File: src/afu_pkg.sv
package afu_pkg;

	// ------------------------------------------------------------
	// widths and sizes
	// ------------------------------------------------------------
	localparam int LINE_W         = 512;
	localparam int ADDR_W         = 58;
	localparam int BATCH_W        = 7;
	localparam int LINE_CNT_W     = 9;
	localparam int LINES_PER_READ = 4;
	localparam int LINE_BUF_DEPTH = 4;
	localparam int LINE_BUF_PTR_W = $clog2(LINE_BUF_DEPTH);

	// ------------------------------------------------------------
	// handshake line layout
	// ------------------------------------------------------------
	// handshake line sits just below the input region
	localparam logic [ADDR_W-1:0] HAND_OFFSET  = 58'd50331648 + 58'd16384 - 58'd1;
	localparam logic [ADDR_W-1:0] INPUT_OFFSET = 58'd50331648 + 58'd16384;

	localparam int TAG0_BIT  = 480;
	localparam int TAG1_BIT  = 482;
	localparam int BATCH_LSB = 448;

	// completion code field runs from DONE_LSB to the top of the line
	localparam int DONE_LSB  = 480;
	localparam int DONE_CODE = 16;

	// ------------------------------------------------------------
	// types
	// ------------------------------------------------------------
	typedef enum logic [2:0] {
		IDLE,
		POLL_REQ,
		POLL_WAIT,
		LOAD,
		DRAIN
	} batch_state_e;

	typedef struct packed {
		logic              valid;
		logic [LINE_W-1:0] data;
	} rx_beat_t;

	typedef struct packed {
		logic [ADDR_W-1:0] addr;
		logic [LINE_W-1:0] data;
		logic              fence;
	} wr_req_t;

	// per-batch setup for the write side
	typedef struct packed {
		logic [LINE_CNT_W-1:0] line_cnt;
		logic [ADDR_W-1:0]     out_base;
		logic [ADDR_W-1:0]     hand_addr;
	} batch_cfg_t;

endpackage

File: src/afu_core.sv
`timescale 1ns/1ps

module afu_core import afu_pkg::*; (
	input  logic              CLK_400M,
	input  logic              reset_n,
	input  logic              core_start,
	input  logic [63:0]       io_src_ptr,
	input  logic [63:0]       io_dst_ptr,
	input  logic              rd_almostfull,
	input  logic              wr_almostfull,
	input  logic              rx_valid,
	input  logic [LINE_W-1:0] rx_data,
	output logic              tx_rd_valid,
	output logic [ADDR_W-1:0] tx_rd_addr,
	output logic              tx_wr_valid,
	output logic              tx_wr_fence,
	output logic [ADDR_W-1:0] tx_wr_addr,
	output logic [LINE_W-1:0] tx_data
);
	rx_beat_t          rx_beat;
	logic [LINE_W-1:0] head;
	logic              not_empty;
	logic              pop;
	logic              line_pop;
	logic              load_active;
	logic              batch_start;
	batch_cfg_t        batch_cfg;
	logic              batch_done;

	// polling, read issue and batch setup
	batch_ctrl ctrl_i (
		.CLK_400M      (CLK_400M),
		.reset_n       (reset_n),
		.core_start    (core_start),
		.io_src_ptr    (io_src_ptr),
		.io_dst_ptr    (io_dst_ptr),
		.rd_almostfull (rd_almostfull),
		.wr_almostfull (wr_almostfull),
		.rx_beat       (rx_beat),
		.line_pop      (line_pop),
		.batch_done    (batch_done),
		.tx_rd_valid   (tx_rd_valid),
		.tx_rd_addr    (tx_rd_addr),
		.load_active   (load_active),
		.batch_start   (batch_start),
		.batch_cfg     (batch_cfg)
	);

	// response register and load line FIFO
	line_buffer buf_i (
		.CLK_400M    (CLK_400M),
		.reset_n     (reset_n),
		.rx_valid    (rx_valid),
		.rx_data     (rx_data),
		.load_active (load_active),
		.pop         (pop),
		.rx_beat     (rx_beat),
		.head        (head),
		.not_empty   (not_empty)
	);

	// output writes and batch close
	wr_sequencer wr_i (
		.CLK_400M      (CLK_400M),
		.reset_n       (reset_n),
		.rd_almostfull (rd_almostfull),
		.wr_almostfull (wr_almostfull),
		.batch_start   (batch_start),
		.batch_cfg     (batch_cfg),
		.head          (head),
		.not_empty     (not_empty),
		.pop           (pop),
		.line_pop      (line_pop),
		.batch_done    (batch_done),
		.tx_wr_valid   (tx_wr_valid),
		.tx_wr_fence   (tx_wr_fence),
		.tx_wr_addr    (tx_wr_addr),
		.tx_data       (tx_data)
	);

endmodule

File: src/batch_ctrl.sv
`timescale 1ns/1ps

module batch_ctrl import afu_pkg::*; (
	input  logic              CLK_400M,
	input  logic              reset_n,
	input  logic              core_start,
	input  logic [63:0]       io_src_ptr,
	input  logic [63:0]       io_dst_ptr,
	input  logic              rd_almostfull,
	input  logic              wr_almostfull,
	input  rx_beat_t          rx_beat,
	input  logic              line_pop,
	input  logic              batch_done,
	output logic              tx_rd_valid,
	output logic [ADDR_W-1:0] tx_rd_addr,
	output logic              load_active,
	output logic              batch_start,
	output batch_cfg_t        batch_cfg
);
	batch_state_e            state;
	logic                    stall;
	logic                    parity;
	logic [ADDR_W-1:0]       hand_addr;
	logic [ADDR_W-1:0]       input_base;
	logic [ADDR_W-1:0]       out_base;
	logic [BATCH_W-1:0]      batch_size;
	logic [BATCH_W-1:0]      batch_size_in;
	logic [LINE_CNT_W-1:0]   line_cnt;
	logic [LINE_CNT_W-1:0]   load_ptr;
	logic [LINE_BUF_PTR_W:0] outstanding;
	logic                    tag_hit;
	logic                    accept;
	logic                    poll_issue;
	logic                    load_issue;

	// region pointers, relative to the host buffers
	always_ff @(posedge CLK_400M) begin
		hand_addr  <= io_src_ptr[ADDR_W-1:0] + HAND_OFFSET;
		input_base <= io_src_ptr[ADDR_W-1:0] + INPUT_OFFSET;
		out_base   <= io_dst_ptr[ADDR_W-1:0];
	end

	// local copy of the stall register
	always_ff @(posedge CLK_400M) begin
		if (!reset_n) begin
			stall <= 1'b0;
		end else begin
			stall <= rd_almostfull | wr_almostfull;
		end
	end

	// ------------------------------------------------------------
	// handshake decode
	// ------------------------------------------------------------
	// ready tag alternates between bit 480 and bit 482 per batch
	assign tag_hit       = parity ? rx_beat.data[TAG1_BIT] : rx_beat.data[TAG0_BIT];
	assign batch_size_in = rx_beat.data[BATCH_LSB +: BATCH_W];
	assign accept        = (state == POLL_WAIT) && rx_beat.valid && tag_hit;
	assign line_cnt      = LINE_CNT_W'(batch_size * LINES_PER_READ);

	// ------------------------------------------------------------
	// read issue
	// ------------------------------------------------------------
	assign poll_issue  = (state == POLL_REQ) && !stall;
	assign load_issue  = (state == LOAD) && !stall && (load_ptr < line_cnt)
		&& (outstanding < LINE_BUF_DEPTH);
	assign load_active = (state == LOAD) || (state == DRAIN);

	always_ff @(posedge CLK_400M) begin
		if (!reset_n) begin
			tx_rd_valid <= 1'b0;
		end else begin
			tx_rd_valid <= poll_issue | load_issue;
		end
	end

	always_ff @(posedge CLK_400M) begin
		if (load_issue) begin
			tx_rd_addr <= input_base + ADDR_W'(load_ptr);
		end else if (poll_issue) begin
			tx_rd_addr <= hand_addr;
		end
	end

	// reads in flight or parked in the line buffer
	always_ff @(posedge CLK_400M) begin
		if (!reset_n) begin
			outstanding <= '0;
		end else begin
			case ({load_issue, line_pop})
				2'b10: outstanding <= outstanding + 1'b1;
				2'b01: outstanding <= outstanding - 1'b1;
				default: outstanding <= outstanding;
			endcase
		end
	end

	// ------------------------------------------------------------
	// batch FSM
	// ------------------------------------------------------------
	always_ff @(posedge CLK_400M) begin
		if (!reset_n) begin
			state       <= IDLE;
			parity      <= 1'b0;
			load_ptr    <= '0;
			batch_start <= 1'b0;
		end else begin
			batch_start <= 1'b0;
			case (state)
				IDLE: begin
					// parity survives IDLE on purpose
					if (core_start) begin
						state <= POLL_REQ;
					end
				end
				POLL_REQ: begin
					if (!stall) begin
						state <= POLL_WAIT;
					end
				end
				POLL_WAIT: begin
					if (accept) begin
						parity      <= ~parity;
						load_ptr    <= '0;
						batch_start <= 1'b1;
						state       <= LOAD;
					end else if (rx_beat.valid) begin
						state <= POLL_REQ;
					end
				end
				LOAD: begin
					if (load_issue) begin
						load_ptr <= load_ptr + 1'b1;
					end
					if (load_ptr == line_cnt) begin
						state <= DRAIN;
					end
				end
				DRAIN: begin
					if (batch_done) begin
						state <= IDLE;
					end
				end
				default: state <= IDLE;
			endcase
		end
	end

	// batch setup, handed to the write side with batch_start
	always_ff @(posedge CLK_400M) begin
		if (accept) begin
			batch_size          <= batch_size_in;
			batch_cfg.line_cnt  <= LINE_CNT_W'(batch_size_in * LINES_PER_READ);
			batch_cfg.out_base  <= out_base;
			batch_cfg.hand_addr <= hand_addr;
		end
	end

	// almost-full seen two edges back reaches the request through stall
	a_no_rd_in_stall: assert property (@(posedge CLK_400M) disable iff (!reset_n)
		tx_rd_valid |-> !$past(rd_almostfull | wr_almostfull, 2));

endmodule

File: src/line_buffer.sv
`timescale 1ns/1ps

module line_buffer import afu_pkg::*; (
	input  logic              CLK_400M,
	input  logic              reset_n,
	input  logic              rx_valid,
	input  logic [LINE_W-1:0] rx_data,
	input  logic              load_active,
	input  logic              pop,
	output rx_beat_t          rx_beat,
	output logic [LINE_W-1:0] head,
	output logic              not_empty
);
	logic [LINE_W-1:0]       mem [LINE_BUF_DEPTH];
	logic [LINE_BUF_PTR_W:0] wr_ptr;
	logic [LINE_BUF_PTR_W:0] rd_ptr;
	logic                    push;
	logic                    full;

	// ------------------------------------------------------------
	// response register
	// ------------------------------------------------------------
	always_ff @(posedge CLK_400M) begin
		if (!reset_n) begin
			rx_beat.valid <= 1'b0;
		end else begin
			rx_beat.valid <= rx_valid;
		end
	end

	always_ff @(posedge CLK_400M) begin
		rx_beat.data <= rx_data;
	end

	// ------------------------------------------------------------
	// load line FIFO
	// ------------------------------------------------------------
	// poll responses arrive outside LOAD and are not stored
	assign push = rx_beat.valid && load_active;

	// extra pointer bit tells full from empty
	assign not_empty = (wr_ptr != rd_ptr);
	assign full      = (wr_ptr[LINE_BUF_PTR_W] != rd_ptr[LINE_BUF_PTR_W])
		&& (wr_ptr[LINE_BUF_PTR_W-1:0] == rd_ptr[LINE_BUF_PTR_W-1:0]);
	assign head      = mem[rd_ptr[LINE_BUF_PTR_W-1:0]];

	always_ff @(posedge CLK_400M) begin
		if (push) begin
			mem[wr_ptr[LINE_BUF_PTR_W-1:0]] <= rx_beat.data;
		end
	end

	always_ff @(posedge CLK_400M) begin
		if (!reset_n) begin
			wr_ptr <= '0;
			rd_ptr <= '0;
		end else begin
			if (push) begin
				wr_ptr <= wr_ptr + 1'b1;
			end
			if (pop) begin
				rd_ptr <= rd_ptr + 1'b1;
			end
		end
	end

	// the outstanding limit in batch_ctrl keeps this from firing
	a_no_push_full: assert property (@(posedge CLK_400M) disable iff (!reset_n)
		push |-> !full);

endmodule

File: src/wr_sequencer.sv
`timescale 1ns/1ps

module wr_sequencer import afu_pkg::*; (
	input  logic              CLK_400M,
	input  logic              reset_n,
	input  logic              rd_almostfull,
	input  logic              wr_almostfull,
	input  logic              batch_start,
	input  batch_cfg_t        batch_cfg,
	input  logic [LINE_W-1:0] head,
	input  logic              not_empty,
	output logic              pop,
	output logic              line_pop,
	output logic              batch_done,
	output logic              tx_wr_valid,
	output logic              tx_wr_fence,
	output logic [ADDR_W-1:0] tx_wr_addr,
	output logic [LINE_W-1:0] tx_data
);
	typedef enum logic [2:0] {
		WR_IDLE,
		WR_LINES,
		WR_FENCE0,
		WR_DONE,
		WR_FENCE1
	} wr_state_e;

	wr_state_e             state;
	logic                  stall;
	batch_cfg_t            cfg;
	logic [LINE_CNT_W-1:0] line_idx;
	logic                  last_line;
	wr_req_t               wr_q;
	logic                  issue;
	logic                  fence_issue;
	logic [ADDR_W-1:0]     next_addr;
	logic [LINE_W-1:0]     next_data;
	logic [LINE_W-1:0]     done_line;

	// second stall copy, same rule as the read side
	always_ff @(posedge CLK_400M) begin
		if (!reset_n) begin
			stall <= 1'b0;
		end else begin
			stall <= rd_almostfull | wr_almostfull;
		end
	end

	always_ff @(posedge CLK_400M) begin
		if (batch_start) begin
			cfg <= batch_cfg;
		end
	end

	assign last_line = (line_idx == cfg.line_cnt);
	assign pop       = (state == WR_LINES) && !last_line && !stall && not_empty;

	// ------------------------------------------------------------
	// next write select
	// ------------------------------------------------------------
	always_comb begin
		done_line = '0;
		done_line[LINE_W-1:DONE_LSB] = (LINE_W-DONE_LSB)'(DONE_CODE);
		issue       = 1'b0;
		fence_issue = 1'b0;
		next_addr   = '0;
		next_data   = '0;
		case (state)
			WR_LINES: begin
				issue     = pop;
				next_addr = cfg.out_base + ADDR_W'(line_idx);
				next_data = head;
			end
			// fences go to address 0 with an empty line
			WR_FENCE0, WR_FENCE1: begin
				issue       = !stall;
				fence_issue = !stall;
			end
			WR_DONE: begin
				issue     = !stall;
				next_addr = cfg.hand_addr;
				next_data = done_line;
			end
			default: issue = 1'b0;
		endcase
	end

	// ------------------------------------------------------------
	// write FSM and output register
	// ------------------------------------------------------------
	always_ff @(posedge CLK_400M) begin
		if (!reset_n) begin
			state       <= WR_IDLE;
			line_idx    <= '0;
			tx_wr_valid <= 1'b0;
			wr_q.fence  <= 1'b0;
			line_pop    <= 1'b0;
			batch_done  <= 1'b0;
		end else begin
			tx_wr_valid <= issue;
			wr_q.fence  <= fence_issue;
			line_pop    <= pop;
			batch_done  <= 1'b0;
			case (state)
				WR_IDLE: begin
					if (batch_start) begin
						line_idx <= '0;
						state    <= WR_LINES;
					end
				end
				WR_LINES: begin
					if (pop) begin
						line_idx <= line_idx + 1'b1;
					end
					if (last_line) begin
						state <= WR_FENCE0;
					end
				end
				WR_FENCE0: if (!stall) state <= WR_DONE;
				WR_DONE:   if (!stall) state <= WR_FENCE1;
				WR_FENCE1: begin
					if (!stall) begin
						batch_done <= 1'b1;
						state      <= WR_IDLE;
					end
				end
				default: state <= WR_IDLE;
			endcase
		end
	end

	always_ff @(posedge CLK_400M) begin
		if (issue) begin
			wr_q.addr <= next_addr;
			wr_q.data <= next_data;
		end
	end

	assign tx_wr_fence = wr_q.fence;
	assign tx_wr_addr  = wr_q.addr;
	assign tx_data     = wr_q.data;

	a_fence_has_valid: assert property (@(posedge CLK_400M) disable iff (!reset_n)
		tx_wr_fence |-> tx_wr_valid);

endmodule
File: config.mk
export PLATFORM = sky130hd
export DESIGN_NAME = afu_core
export DESIGN_NICKNAME = d
export VERILOG_FILES = /design/src/afu_pkg.sv /design/src/afu_core.sv /design/src/batch_ctrl.sv /design/src/line_buffer.sv /design/src/wr_sequencer.sv
export SDC_FILE = /design/constraint.sdc
export NUM_CORES = 2
export LEC_CHECK = 0
export BUFFER_PORTS_ARGS = -buffer_cell sky130_fd_sc_hd__buf_2
export CAP_MARGIN = 20
export CORE_AREA = 4 4 489 491
export DETAILED_ROUTE_END_ITERATION = 10
export DIE_AREA = 0 0 493 495
export MAX_ROUTING_LAYER = met4
export PLACE_DENSITY = 0.74
export SYNTH_ARGS = -nofsm -noshare
export SYNTH_HDL_FRONTEND = slang
export SYNTH_SLANG_ARGS = --single-unit
File: constraint.sdc
create_clock -name CLK_400M -period 37.9 [get_ports CLK_400M]
set_input_delay 3.79 -clock CLK_400M [delete_from_list [all_inputs] [get_ports CLK_400M]]
set_output_delay 3.79 -clock CLK_400M [all_outputs]
set_load 0.005 [all_outputs]
==> metrics.txt <==
run status=finished clean; clock network fraction of design power=0.435; Crit-path slowest cell=a311oi_1; # DRC=0; total of max-cap violations=0; Top cell by count, worst path=nor3_1; DR iter-0 viols=6,311; Resize count post-CTS=0; Worst EP required=38.70 ns; largest net degree at the start of global routing=148; # setup viols final=0; vias per cell=5.61; fraction of registers with async set/reset=0; Worst R2R Setup Slack=32.81 ns; Synth Instances=6,108; Worst EP arrival=6.43 ns; P_int=6.61 mW; Starting Density=0.534; share of layout cells above drive strength 1=0.308; CP Depth=7; Synth Warn #=0; total wire length=317 mm; top cell type by total area after synthesis=edfxtp_1; Tmin final=5.64 ns; grt total ovfl=0; fin. max-slew vios=0; clk slew on worst S/H paths=0.06 ns; Final Util=0.630; top post-synthesis cells by area=edfxtp_1, dfxtp_1, mux4_2, nor2b_1, xnor2_1; clock root buffer=clkbuf_16; post-synth cell types=67; initial antenna violation count=187; Logic pwr share=0.023; Synth top area share=0.700; Post-Syn Area=125,000 µm²; syn nets=6,794; Psw=1.65 mW; 1st-pass router iterations=7; sequential area share after synthesis=0.816; first-pass GRT wire length=449 mm; placed cells=10,400; hold path cells=0; Post CTS Setup Buffer Count=0; #FFs+latches synth=3,652; Max Freq=177 MHz; Nets=8,261; Vias=62,700; RD Place Congestion=0.930; skew final=0.106 ns; CP Launch Type=input pin; pwr/cell area=55.8 nW/µm²; Die X=493 µm; Clock Path Buffers=4; dominant synthesized flop cell=edfxtp_1; Non-Filler Instances=11,200; hold endpoint=wr_i.cfg[53]; switching share of power=0.200; Area Growth Syn to Fin=18.0%; TritonCTS Buffers=364; LEAKAGE=49.3 nW; reg2reg path depth=7; vias in the first global route=62,700; clock sinks=3,652; area of the core=235,000 µm²; final antenna-violating net count=0; Die Height=495 µm; worst hold path class=reg2reg; Critical Path End Type=register; Setup TNS Final=0 ns; Post-synth EDFFs=2,922; CP delay by family, top=simple AND/OR/NAND/NOR gates; Global Route Usage Sum=0.264; DPL Wire Length=204 mm; RSZ-0062 raised after global routing=false; CP max FO=12; Final Cycle Share=0.149; Setup crit start=io_src_ptr[2]; R2R Path Start=wr_i.state[2]; hold_sp=ctrl_i.batch_cfg[53]; CP Class=in2reg; Slew @ Worst Pin=1.40 ns; sequential share of power=0.542; maximum vdd drop=0.0593 mV; Syn Area/Cell=20.5 µm²; reg2reg end=wr_i.tx_data[143]; routed len/inst=28.4 µm; CP cell instances=buf_2 > nor3_1 > and3_1 > nand3_1 > a311oi_1 > nor3_1 > xor2_1; CP peak stage delay=1.00 ns; row count=178; Max-slew headroom=0.0642; WP buf/inv=1; # IOs=1,277; total chip power=8.25 mW; TritonCTS clock tree=yes; worst skew pair latency=0.97 ns; die area=244,000 µm²; final hold viol count=0; H-tree depth=5; Post-CTS Hold Fix Bufs=0; PortBufs=1,264
## registers in the layout, summed over array words and instances (netlist names), 7 cells and up, named ones only
name and cells:
buf_i.mem 2048, buf_i.rx_beat 513, wr_i.tx_data 512, wr_i.cfg 123, ctrl_i.batch_cfg 116, ctrl_i.hand_addr 58
ctrl_i.input_base 58, ctrl_i.out_base 58, ctrl_i.tx_rd_addr 58, wr_i.tx_wr_addr 58, ctrl_i.load_ptr 9, wr_i.line_idx 9
ctrl_i.batch_size 7
## metrics by stage
step           hold slack, ns  area [µm²]  worst slack (ns)
6_report                0.368      148000             32.26
5_1_grt                 0.391      148000             32.12
4_1_cts                 0.370      148000             32.29
3_5_place_dp            0.389      136000             31.35
3_3_place_gp            0.390      136000             31.13
2_1_floorplan           0.386      125000              4.66
## Yosys cell counts, drive strengths merged, types with 9 or more instances
cell type	count
nand3	72
nor4	32
ha	37
nor2	95
a21oi	18
and3	35
a21o	10
a2111oi	21
mux4	512
nand2	218
a211oi	13
and2	14
nor3	41
buf	62
dfxtp	730
o21ai	132
and4	14
xnor2	148
edfxtp	2922
clkbuf	173
nor2b	519
inv	54
nand4	58
nand2b	12
xor2	74
or3	9
## cells by family after synthesis
group                    after synthesis  share of synthesized area
flip-flops                          3652                      0.816
AND/OR/NAND/NOR                     1145                     0.0507
multiplexers                         518                     0.0924
buffers and inverters                289                    0.00883
AO/OA/AOI/OAI                        242                     0.0122
XOR/XNOR                             222                     0.0155
adder cells (fa/ha/maj)               40                    0.00417
## metal layers
metal / track usage / share of wire / up-vias
li1: - / - / 27000
met1: 0.330 / 0.37 / 32100
met2: 0.400 / 0.47 / 2965
met3: 0.0827 / 0.11 / 685
met4: 0.117 / 0.050 / 0
met5: - / 0 / -
## area by class of cell
class | count | area (µm²)
Sequential cell | 3652 | 102000
Timing Repair Buffer | 1336 | 7030
Clock buffer | 495 | 10100
Inverter | 54 | 205
Multi-Input combinational cell | 2167 | 22000
Clock inverter | 162 | 1890
Tap cell | 3150 | 3940
Antenna cell | 157 | 393
Fill cell | 15800 | 86800
## worst max path at each step
stage,end,slack (ns)
finish,ctrl_i.hand_addr[35],32.26
global route,ctrl_i.hand_addr[27],32.12
CTS,tx_data[76],32.29
detailed placement,ctrl_i.hand_addr[35],31.35
global placement,ctrl_i.hand_addr[53],31.13
floorplan,wr_i.tx_wr_valid,4.66
## power by group through the flow
stage / Sequential [mW] / Clock (mW) / Combinational [mW]
after floorplan: 4.56 / 0 / 0.0859
after global placement: 4.55 / 0 / 0.184
after detailed placement: 4.56 / 0 / 0.186
after CTS: 4.47 / 3.64 / 0.189
after global routing: 4.48 / 3.82 / 0.201
final: 4.47 / 3.59 / 0.187
## placed cells by master, fill, tap and decap left out, types with 72 or more instances in the layout
cell type and count:
xor2_1 74, xnor2_1 148, edfxtp_1 2922, mux4_2 512
diode_2 157, buf_2 1264, nor2_1 94, dfxtp_1 727
o21ai_0 131, clkbuf_16 365, nand2_1 218, clkbuf_1 82
nor2b_1 519, nand3_1 72
Power figures use the tool's default switching activity.
